### config.mk
export PLATFORM = sky130hd
export DESIGN_NAME = core_frontend
export DESIGN_NICKNAME = d
export VERILOG_FILES = /design/src/hw/frontend_pkg.sv /design/src/hw/core_frontend.sv /design/src/hw/fetch_pc.sv /design/src/hw/fetch_wb.sv /design/src/hw/inst_decoder.sv /design/src/hw/inst_queue.sv /design/src/hw/issue_buffer.sv
export VERILOG_INCLUDE_DIRS = /design/src /design/src/include
export SDC_FILE = /design/constraint.sdc
export NUM_CORES = 1
export LEC_CHECK = 0
export BUFFER_PORTS_ARGS = -buffer_cell sky130_fd_sc_hd__buf_2
export CORE_MARGIN = 1
export CORE_UTILIZATION = 55
export DETAILED_ROUTE_END_ITERATION = 6
export GPL_ROUTABILITY_DRIVEN = 1
export PLACE_DENSITY = 0.73
export SLEW_MARGIN = 20
export SYNTH_ARGS = -nofsm -noshare
export SYNTH_HDL_FRONTEND = slang
export SYNTH_HIERARCHICAL = 1
export SYNTH_SLANG_ARGS = --single-unit
### constraint.sdc
create_clock -name clk -period 5.9 [get_ports clk]
set_input_delay 0.59 -clock clk [delete_from_list [all_inputs] [get_ports clk]]
set_output_delay 0.59 -clock clk [all_outputs]
set_load 0.03 [all_outputs]
### src/include/frontend_defs.svh
`ifndef FRONTEND_DEFS_SVH
`define FRONTEND_DEFS_SVH

// register select codes
`define REG_R0_NONE 2'd0
`define REG_R0_RK   2'd1
`define REG_R0_RD   2'd2
`define REG_R1_NONE 1'b0
`define REG_R1_RJ   1'b1
`define REG_W_NONE  2'd0
`define REG_W_RD    2'd1
`define REG_W_BL1   2'd2

// 3R and idle match inst[31:15]
`define OPC_ADD_W  17'h00020
`define OPC_SUB_W  17'h00022
`define OPC_AND    17'h00029
`define OPC_OR     17'h0002a
`define OPC_IDLE   17'h00c91
// 2RI12 forms match inst[31:22]
`define OPC_ADDI_W 10'h00a
`define OPC_LD_W   10'h0a2
`define OPC_ST_W   10'h0a6
// branches match inst[31:26]
`define OPC_BEQ    6'h16
`define OPC_BNE    6'h17
`define OPC_BL     6'h15

`endif

### src/hw/frontend_pkg.sv
`default_nettype none

package frontend_pkg;

  // default number of queue entries
  localparam int QUEUE_DEPTH = 16;

  // immediate slice kept per instruction, inst[23:10]
  localparam int IMM_W = 14;

  typedef enum logic [2:0] {
    OP_INVALID = 3'd0,
    OP_ALU_RR  = 3'd1,
    OP_ALU_RI  = 3'd2,
    OP_LOAD    = 3'd3,
    OP_STORE   = 3'd4,
    OP_BRANCH  = 3'd5,
    OP_BL      = 3'd6,
    OP_IDLE    = 3'd7
  } op_class_e;

  // register 0 stands for no register
  typedef struct packed {
    logic [4:0] r_reg0;
    logic [4:0] r_reg1;
    logic [4:0] w_reg;
  } reg_info_t;

  // one fetched word, queue payload
  typedef struct packed {
    logic [31:0] pc;
    logic [31:0] inst;
  } fetch_pkt_t;

  typedef struct packed {
    logic [31:0]      pc;
    op_class_e        op;
    reg_info_t        reg_info;
    logic [IMM_W-1:0] imm;
  } inst_t;

  // back-end controls into the frontend
  typedef struct packed {
    logic        redirect;
    logic [31:0] target;
    logic        wait_inst;
    logic        irq;
  } frontend_ctrl_t;

endpackage

`default_nettype wire

### src/hw/core_frontend.sv
`timescale 1ns/1ps
`default_nettype none

module core_frontend import frontend_pkg::*; #(
  parameter int QUEUE_DEPTH = frontend_pkg::QUEUE_DEPTH
) (
  input  logic           clk,
  input  logic           rst_n,
  output logic           wb_cyc_o,
  output logic           wb_stb_o,
  output logic [31:0]    wb_adr_o,
  input  logic [31:0]    wb_dat_i,
  input  logic           wb_ack_i,
  input  frontend_ctrl_t ctrl_i,
  input  logic [1:0]     issue_i,
  output logic [1:0]     inst_valid_o,
  output inst_t [1:0]    inst_o
);

  logic             fetch_en;
  logic [31:0]      group_pc;
  logic             group_done;
  logic             q_ready;
  logic [1:0]       q_wnum;
  fetch_pkt_t [1:0] q_wdata;
  logic [1:0]       q_rvalid;
  logic [1:0]       q_rnum;
  fetch_pkt_t [1:0] q_rdata;
  inst_t [1:0]      dec_inst;

  fetch_pc u_fetch_pc (
    .clk          (clk),
    .rst_n        (rst_n),
    .ctrl_i       (ctrl_i),
    .group_done_i (group_done),
    .fetch_en_o   (fetch_en),
    .pc_o         (group_pc)
  );

  fetch_wb u_fetch_wb (
    .clk          (clk),
    .rst_n        (rst_n),
    .flush_i      (ctrl_i.redirect),
    .fetch_en_i   (fetch_en),
    .pc_i         (group_pc),
    .group_done_o (group_done),
    .wb_cyc_o     (wb_cyc_o),
    .wb_stb_o     (wb_stb_o),
    .wb_adr_o     (wb_adr_o),
    .wb_dat_i     (wb_dat_i),
    .wb_ack_i     (wb_ack_i),
    .q_ready_i    (q_ready),
    .q_num_o      (q_wnum),
    .q_data_o     (q_wdata)
  );

  inst_queue #(
    .DEPTH     (QUEUE_DEPTH),
    .payload_t (fetch_pkt_t)
  ) u_inst_queue (
    .clk           (clk),
    .rst_n         (rst_n),
    .flush_i       (ctrl_i.redirect),
    .write_ready_o (q_ready),
    .write_num_i   (q_wnum),
    .write_data_i  (q_wdata),
    .read_valid_o  (q_rvalid),
    .read_num_i    (q_rnum),
    .read_data_o   (q_rdata)
  );

  for (genvar p = 0; p < 2; p++) begin : g_dec
    inst_decoder u_inst_decoder (
      .inst_i (q_rdata[p].inst),
      .pc_i   (q_rdata[p].pc),
      .inst_o (dec_inst[p])
    );
  end

  issue_buffer u_issue_buffer (
    .clk          (clk),
    .rst_n        (rst_n),
    .flush_i      (ctrl_i.redirect),
    .dec_valid_i  (q_rvalid),
    .dec_inst_i   (dec_inst),
    .issue_i      (issue_i),
    .take_num_o   (q_rnum),
    .inst_valid_o (inst_valid_o),
    .inst_o       (inst_o)
  );

endmodule

`default_nettype wire

### src/hw/fetch_pc.sv
`timescale 1ns/1ps
`default_nettype none

module fetch_pc import frontend_pkg::*; (
  input  logic           clk,
  input  logic           rst_n,
  input  frontend_ctrl_t ctrl_i,
  input  logic           group_done_i,
  output logic           fetch_en_o,
  output logic [31:0]    pc_o
);

  logic [31:0] pc_q;
  logic        idle_lock_q;

  // redirect wins over sequential advance
  always_ff @(posedge clk) begin
    if (!rst_n) begin
      pc_q <= 32'h0;
    end else if (ctrl_i.redirect) begin
      pc_q <= {ctrl_i.target[31:2], 2'b00};
    end else if (group_done_i) begin
      // next aligned 8-byte group
      pc_q <= {pc_q[31:3] + 29'd1, 3'b000};
    end
  end

  // idle lock, held until an interrupt shows up
  always_ff @(posedge clk) begin
    if (!rst_n) begin
      idle_lock_q <= 1'b0;
    end else if (ctrl_i.irq) begin
      idle_lock_q <= 1'b0;
    end else if (ctrl_i.wait_inst) begin
      idle_lock_q <= 1'b1;
    end
  end

  assign fetch_en_o = !idle_lock_q;
  assign pc_o       = pc_q;

endmodule

`default_nettype wire

### src/hw/fetch_wb.sv
`timescale 1ns/1ps
`default_nettype none

module fetch_wb import frontend_pkg::*; (
  input  logic             clk,
  input  logic             rst_n,
  input  logic             flush_i,
  input  logic             fetch_en_i,
  input  logic [31:0]      pc_i,
  output logic             group_done_o,
  output logic             wb_cyc_o,
  output logic             wb_stb_o,
  output logic [31:0]      wb_adr_o,
  input  logic [31:0]      wb_dat_i,
  input  logic             wb_ack_i,
  input  logic             q_ready_i,
  output logic [1:0]       q_num_o,
  output fetch_pkt_t [1:0] q_data_o
);

  typedef enum logic [1:0] {S_IDLE, S_REQ, S_GAP, S_PUSH} state_e;

  state_e           state_q;
  logic             discard_q;
  logic [31:0]      adr_q;
  logic             start_hi_q;
  logic [1:0][31:0] word_q;
  logic             push;
  logic [31:0]      pc_lo;
  logic [31:0]      pc_hi;

  always_ff @(posedge clk) begin
    if (!rst_n) begin
      state_q   <= S_IDLE;
      discard_q <= 1'b0;
    end else begin
      case (state_q)
        S_IDLE: begin
          // pc_i is stale during a redirect cycle
          if (fetch_en_i && q_ready_i && !flush_i) begin
            state_q   <= S_REQ;
            discard_q <= 1'b0;
          end
        end
        S_REQ: begin
          if (wb_ack_i) begin
            if (discard_q || flush_i) begin
              state_q <= S_IDLE;
            end else if (adr_q[2]) begin
              state_q <= S_PUSH;
            end else begin
              state_q <= S_GAP;
            end
          end else if (flush_i) begin
            // let the bus cycle finish, then drop its data
            discard_q <= 1'b1;
          end
        end
        // cyc low for one cycle between the two words
        S_GAP:   state_q <= flush_i ? S_IDLE : S_REQ;
        default: state_q <= S_IDLE;
      endcase
    end
  end

  // address and collected words
  always_ff @(posedge clk) begin
    if (state_q == S_IDLE) begin
      adr_q      <= {pc_i[31:2], 2'b00};
      start_hi_q <= pc_i[2];
    end else if (state_q == S_REQ && wb_ack_i) begin
      word_q[adr_q[2]] <= wb_dat_i;
      adr_q[2]         <= 1'b1;
    end
  end

  assign wb_cyc_o = (state_q == S_REQ);
  assign wb_stb_o = (state_q == S_REQ);
  assign wb_adr_o = adr_q;

  assign push         = (state_q == S_PUSH) && !flush_i;
  assign group_done_o = push;
  assign q_num_o      = push ? (start_hi_q ? 2'd1 : 2'd2) : 2'd0;

  assign pc_lo = {adr_q[31:3], 3'b000};
  assign pc_hi = {adr_q[31:3], 3'b100};

  // a group starting at the upper word puts it in port 0
  assign q_data_o[0].pc   = start_hi_q ? pc_hi : pc_lo;
  assign q_data_o[0].inst = start_hi_q ? word_q[1] : word_q[0];
  assign q_data_o[1].pc   = pc_hi;
  assign q_data_o[1].inst = word_q[1];

endmodule

`default_nettype wire

### src/hw/inst_decoder.sv
`timescale 1ns/1ps
`default_nettype none

`include "frontend_defs.svh"

module inst_decoder import frontend_pkg::*; (
  input  logic [31:0] inst_i,
  input  logic [31:0] pc_i,
  output inst_t       inst_o
);

  op_class_e  op;
  logic [1:0] r0_sel;
  logic       r1_sel;
  logic [1:0] w_sel;

  // opcode match
  always_comb begin
    op     = OP_INVALID;
    r0_sel = `REG_R0_NONE;
    r1_sel = `REG_R1_NONE;
    w_sel  = `REG_W_NONE;
    if (inst_i[31:15] == `OPC_ADD_W || inst_i[31:15] == `OPC_SUB_W ||
        inst_i[31:15] == `OPC_AND || inst_i[31:15] == `OPC_OR) begin
      op     = OP_ALU_RR;
      r0_sel = `REG_R0_RK;
      r1_sel = `REG_R1_RJ;
      w_sel  = `REG_W_RD;
    end else if (inst_i[31:22] == `OPC_ADDI_W || inst_i[31:22] == `OPC_LD_W) begin
      op     = (inst_i[31:22] == `OPC_LD_W) ? OP_LOAD : OP_ALU_RI;
      r1_sel = `REG_R1_RJ;
      w_sel  = `REG_W_RD;
    end else if (inst_i[31:22] == `OPC_ST_W) begin
      op     = OP_STORE;
      r0_sel = `REG_R0_RD;
      r1_sel = `REG_R1_RJ;
    end else if (inst_i[31:26] == `OPC_BEQ || inst_i[31:26] == `OPC_BNE) begin
      op     = OP_BRANCH;
      r0_sel = `REG_R0_RD;
      r1_sel = `REG_R1_RJ;
    end else if (inst_i[31:26] == `OPC_BL) begin
      op    = OP_BL;
      w_sel = `REG_W_BL1;
    end else if (inst_i[31:15] == `OPC_IDLE) begin
      op = OP_IDLE;
    end
  end

  // register fields from the select codes
  always_comb begin
    inst_o.pc  = pc_i;
    inst_o.op  = op;
    inst_o.imm = inst_i[23:10];
    case (r0_sel)
      `REG_R0_RK: inst_o.reg_info.r_reg0 = inst_i[14:10];
      `REG_R0_RD: inst_o.reg_info.r_reg0 = inst_i[4:0];
      default:    inst_o.reg_info.r_reg0 = 5'd0;
    endcase
    inst_o.reg_info.r_reg1 = (r1_sel == `REG_R1_RJ) ? inst_i[9:5] : 5'd0;
    case (w_sel)
      `REG_W_RD:  inst_o.reg_info.w_reg = inst_i[4:0];
      `REG_W_BL1: inst_o.reg_info.w_reg = 5'd1;
      default:    inst_o.reg_info.w_reg = 5'd0;
    endcase
  end

endmodule

`default_nettype wire

### src/hw/inst_queue.sv
`timescale 1ns/1ps
`default_nettype none

module inst_queue #(
  parameter int  DEPTH     = 16,
  parameter type payload_t = logic [63:0]
) (
  input  logic           clk,
  input  logic           rst_n,
  input  logic           flush_i,
  output logic           write_ready_o,
  input  logic [1:0]     write_num_i,
  input  payload_t [1:0] write_data_i,
  output logic [1:0]     read_valid_o,
  input  logic [1:0]     read_num_i,
  output payload_t [1:0] read_data_o
);

  localparam int PTR_W = $clog2(DEPTH);
  localparam int CNT_W = PTR_W + 1;
  localparam int ROWS  = DEPTH / 2;

  logic [PTR_W-1:0] wptr_q;
  logic [PTR_W-1:0] rptr_q;
  logic [CNT_W-1:0] count_q;
  payload_t [1:0]   bank_rdata;

  // even entries in bank 0, odd entries in bank 1
  for (genvar b = 0; b < 2; b++) begin : g_bank
    payload_t         mem [ROWS];
    logic             wport;
    logic             rport;
    logic [PTR_W-1:0] widx;
    logic [PTR_W-1:0] ridx;

    // port that maps onto this bank this cycle
    assign wport = wptr_q[0] ^ (b != 0);
    assign rport = rptr_q[0] ^ (b != 0);
    assign widx  = wptr_q + PTR_W'(wport);
    assign ridx  = rptr_q + PTR_W'(rport);

    always_ff @(posedge clk) begin
      if (2'(wport) < write_num_i) begin
        mem[widx[PTR_W-1:1]] <= write_data_i[wport];
      end
    end

    assign bank_rdata[b] = mem[ridx[PTR_W-1:1]];
  end

  always_ff @(posedge clk) begin
    if (!rst_n || flush_i) begin
      wptr_q  <= '0;
      rptr_q  <= '0;
      count_q <= '0;
    end else begin
      wptr_q  <= wptr_q + PTR_W'(write_num_i);
      rptr_q  <= rptr_q + PTR_W'(read_num_i);
      count_q <= count_q + CNT_W'(write_num_i) - CNT_W'(read_num_i);
    end
  end

  // oldest entry always on port 0
  assign read_data_o[0] = bank_rdata[rptr_q[0]];
  assign read_data_o[1] = bank_rdata[~rptr_q[0]];

  assign read_valid_o  = {count_q > CNT_W'(1), count_q != '0};
  assign write_ready_o = (count_q <= CNT_W'(DEPTH - 2));

endmodule

`default_nettype wire

### src/hw/issue_buffer.sv
`timescale 1ns/1ps
`default_nettype none

module issue_buffer import frontend_pkg::*; (
  input  logic        clk,
  input  logic        rst_n,
  input  logic        flush_i,
  input  logic [1:0]  dec_valid_i,
  input  inst_t [1:0] dec_inst_i,
  input  logic [1:0]  issue_i,
  output logic [1:0]  take_num_o,
  output logic [1:0]  inst_valid_o,
  output inst_t [1:0] inst_o
);

  logic [1:0]  valid_q;
  logic [1:0]  valid_n;
  inst_t [1:0] slot_q;
  inst_t [1:0] slot_n;

  always_comb begin
    valid_n    = valid_q;
    slot_n     = slot_q;
    take_num_o = 2'd0;
    case (valid_q)
      2'b00: begin
        valid_n    = dec_valid_i;
        slot_n     = dec_inst_i;
        take_num_o = 2'(dec_valid_i[0]) + 2'(dec_valid_i[1]);
      end
      2'b01: begin
        // single entry refills at most one slot
        if (dec_valid_i[0]) begin
          take_num_o = 2'd1;
          if (issue_i[0]) begin
            slot_n[0] = dec_inst_i[0];
          end else begin
            valid_n   = 2'b11;
            slot_n[1] = dec_inst_i[0];
          end
        end else if (issue_i[0]) begin
          valid_n = 2'b00;
        end
      end
      default: begin
        if (issue_i == 2'b01) begin
          // slot 1 moves down, refill behind it
          slot_n[0] = slot_q[1];
          if (dec_valid_i[0]) begin
            slot_n[1]  = dec_inst_i[0];
            take_num_o = 2'd1;
          end else begin
            valid_n = 2'b01;
          end
        end else if (issue_i[1]) begin
          valid_n    = dec_valid_i;
          slot_n     = dec_inst_i;
          take_num_o = 2'(dec_valid_i[0]) + 2'(dec_valid_i[1]);
        end
      end
    endcase
  end

  always_ff @(posedge clk) begin
    if (!rst_n || flush_i) begin
      valid_q <= 2'b00;
    end else begin
      valid_q <= valid_n;
    end
    slot_q <= slot_n;
  end

  assign inst_valid_o = valid_q;
  assign inst_o       = slot_q;

endmodule

`default_nettype wire

==> metrics.md <==
| Metric | Value |
|---|---|
| Worst path cell trace | buf_4 > nand3_2 > xnor2_2 > buf_12 > o221ai_1 > a22oi_1 > nand2b_1 > a22oi_4 > a31oi_4 > a21boi_0 > mux2_2 |
| Crit-path leading delay family | compound AO/OA/AOI/OAI gates |
| Critical path peak fanout | 70 |
| Starting density of the core | 0.554 |
| Worst hold path class | in2reg |
| Mean routed wirelength per cell | 26.2 microns |
| Worst ir drop on vdd | 0.554 mV |
| Total buffers and inverters traversed by the critical path | 2 |
| Synth-to-layout area growth | 9.96% |
| Vias per cell | 6.19 |
| Number of buffers added by the clock tree synthesis step | 135 |
| H-tree depth | 4 |
| GRT Residual Overflow | 0 |
| Post-layout nets | 3650 |
| Headroom to the max-slew limit | 0.240 |
| Insertion delay to the later sink of the worst-skew pair | 0.74 ns |
| Slew at the pin closest to its max-slew limit | 1.14 ns |
| Setup fix buffers added after clock tree synthesis | 0 |
| Final Max Slew Viols | 0 |
| Proportion of layout cells with a drive suffix above 1 | 0.282 |
| Pleak | 20.6 nW |
| Post-detailed-route count of antenna-violating nets | 0 |
| HPWL Detailed | 77300 microns |
| CTS Root Cell | sky130_fd_sc_hd__clkbuf_16 |
| Critical path capture point type | flip-flop |
| Ratio of final minimum period to clock period | 0.786 |
| Largest net degree at the start of global routing | 165 |
| Unrepaired setup endpoints after global routing | false |
| Global placement routability congestion | 0.807 |
| Post-synthesis average cell area | 16.4 sq um |
| Core area | 103000 sq um |
| First-pass GRT wire length | 194000 microns |
| Initial DRC count | 3196 |
| Highest cell delay on the worst timing path | 0.71 ns |
| Cells after Synth | 3508 |
| Final critical delay including setup and external delays | 4.64 ns |
| Total detailed-routing wirelength | 132000 microns |
| Sort of element at the start of the critical path | flip-flop |
| Die Height | 325 microns |
| Post-route worst setup slack | 1.26 ns |
| Die X | 325 microns |
| Die Outline Area | 106000 sq um |
| Total standard cell area after synthesis | 57400 sq um |
| Slowest cell on the critical path | sky130_fd_sc_hd__a22oi_1 |
| Register-to-register setup slack | 1.26 ns |
| Data arrival time of the worst path | 5.10 ns |
| Count of final hold-check violations | 0 |
| Number of max-capacitance violations reported | 0 |
| Critical setup path kind | reg2reg |
| Power density over cell area | 442 nW/um^2 |
| Worst Clk Skew | 0.0262 ns |
| Top-Level Pins | 236 |
| Via total after detailed routing | 31231 |
| First-pass DRT Iterations | 7 |
| Number of sinks driven by the clock tree | 1296 |
| Post-Place Setup Slack | 1.35 ns |
| Number of buffers added on ports | 231 |
| CTS tree | done |
| Combined global-route utilization of all metal layers | 0.249 |
| Total number of placement rows | 118 |
| Maximum number of buffers from clock root to sink | 3 |
| Initial antenna violation count | 11 |
| Number of global-route vias before repair | 30441 |
| Required time of the critical path | 6.36 ns |
| Final setup violating endpoints | 0 |
| Clock slew at reported path FFs | 0.06 ns |
| Aggregate negative setup slack | 0 ns |
| Fmax | 216 MHz |
| Drc violations | 0 |
| Synthesis Warnings | 6 |
| Outcome | completed |
where the power goes:
| group | internal, mW | switching [mW] |
|---|---|---|
| sequential | 11.1 | 0.412 |
| clock | 4.82 | 3.48 |
| combinational | 2.94 | 5.11 |
flip-flops by register name, summed over array words and instances, names as in the netlist, 4 cells and up:
signal,count
u_inst_queue/g_bank.mem,1024
u_fetch_wb/wb_adr_o,30
u_fetch_pc/pc_o,30
u_fetch_wb/q_data_o,32
u_inst_queue/wptr_q,4
u_issue_buffer/inst_o,128
u_inst_queue/rptr_q,4
u_fetch_wb/word_q,32
u_inst_queue/count_q,5
routing by layer:
layer  global-route usage  up-vias  share of wire
met2                0.390     1357           0.47
met3               0.0598      217          0.096
met1                0.349    15894           0.41
li1                     -    13751              -
met5                    0        -        0.00051
met4               0.0729       12          0.022
cell type report:
type                    count  area [sq um]
clock buffers             166          3620
diodes                      1          2.50
clock inverters            82           707
repair buffers            313          2000
fillers                  7332         40400
flip-flops and latches   1296         38400
well taps                1380          1730
inverters                  21          78.8
multi-input cells        1788         16500
placed cells by master (no fill, tap or decap), drive strengths merged, types with 17 or more instances in the layout:
master,count
a211oi,64
a22oi,66
a31oi,80
buf,310
clkbuf,166
clkinv,57
dfxtp,49
edfxtp,1247
ha,19
inv,28
mux2,352
mux2i,323
mux4,128
nand2,98
nand4,17
nor2,170
nor2b,82
nor3,82
o21ai,36
o221ai,64
path summary, 6_finish.rpt:
kind                               start                         to  cells after the start
setup / recovery  u_inst_queue/rptr_q[0]  u_issue_buffer/inst_o[84]                     11
hold / removal              wb_dat_i[12]    u_fetch_wb/q_data_o[76]                      1
setup reg to reg  u_inst_queue/rptr_q[0]  u_issue_buffer/inst_o[84]                     11
hold reg to reg     u_fetch_wb/discard_q      u_fetch_wb/state_q[1]                      1
metrics by stage:
step                      hold WS (ns)  std cells  utilization  total power, mW  cell area [sq um]
after floorplan                  0.414       3513            -             18.1              57400
after global placement           0.461       4794        0.567             19.5              58700
after detailed placement         0.457       4794        0.567             19.6              58700
after CTS                      0.00116       5045        0.609             27.9              63100
after global routing           0.00814       5047        0.610             28.9              63100
final                           0.0396       5047        0.610             27.9              63100
timing repair:
item / 4_1_cts / 5_1_grt
endpoints found under the hold margin: 4 / 0
resized for setup: 0 / 0
endpoints found under the setup margin: 0 / 0
hold buffers: 3 / 0
No activity file was read; power rests on OpenSTA's default activity.
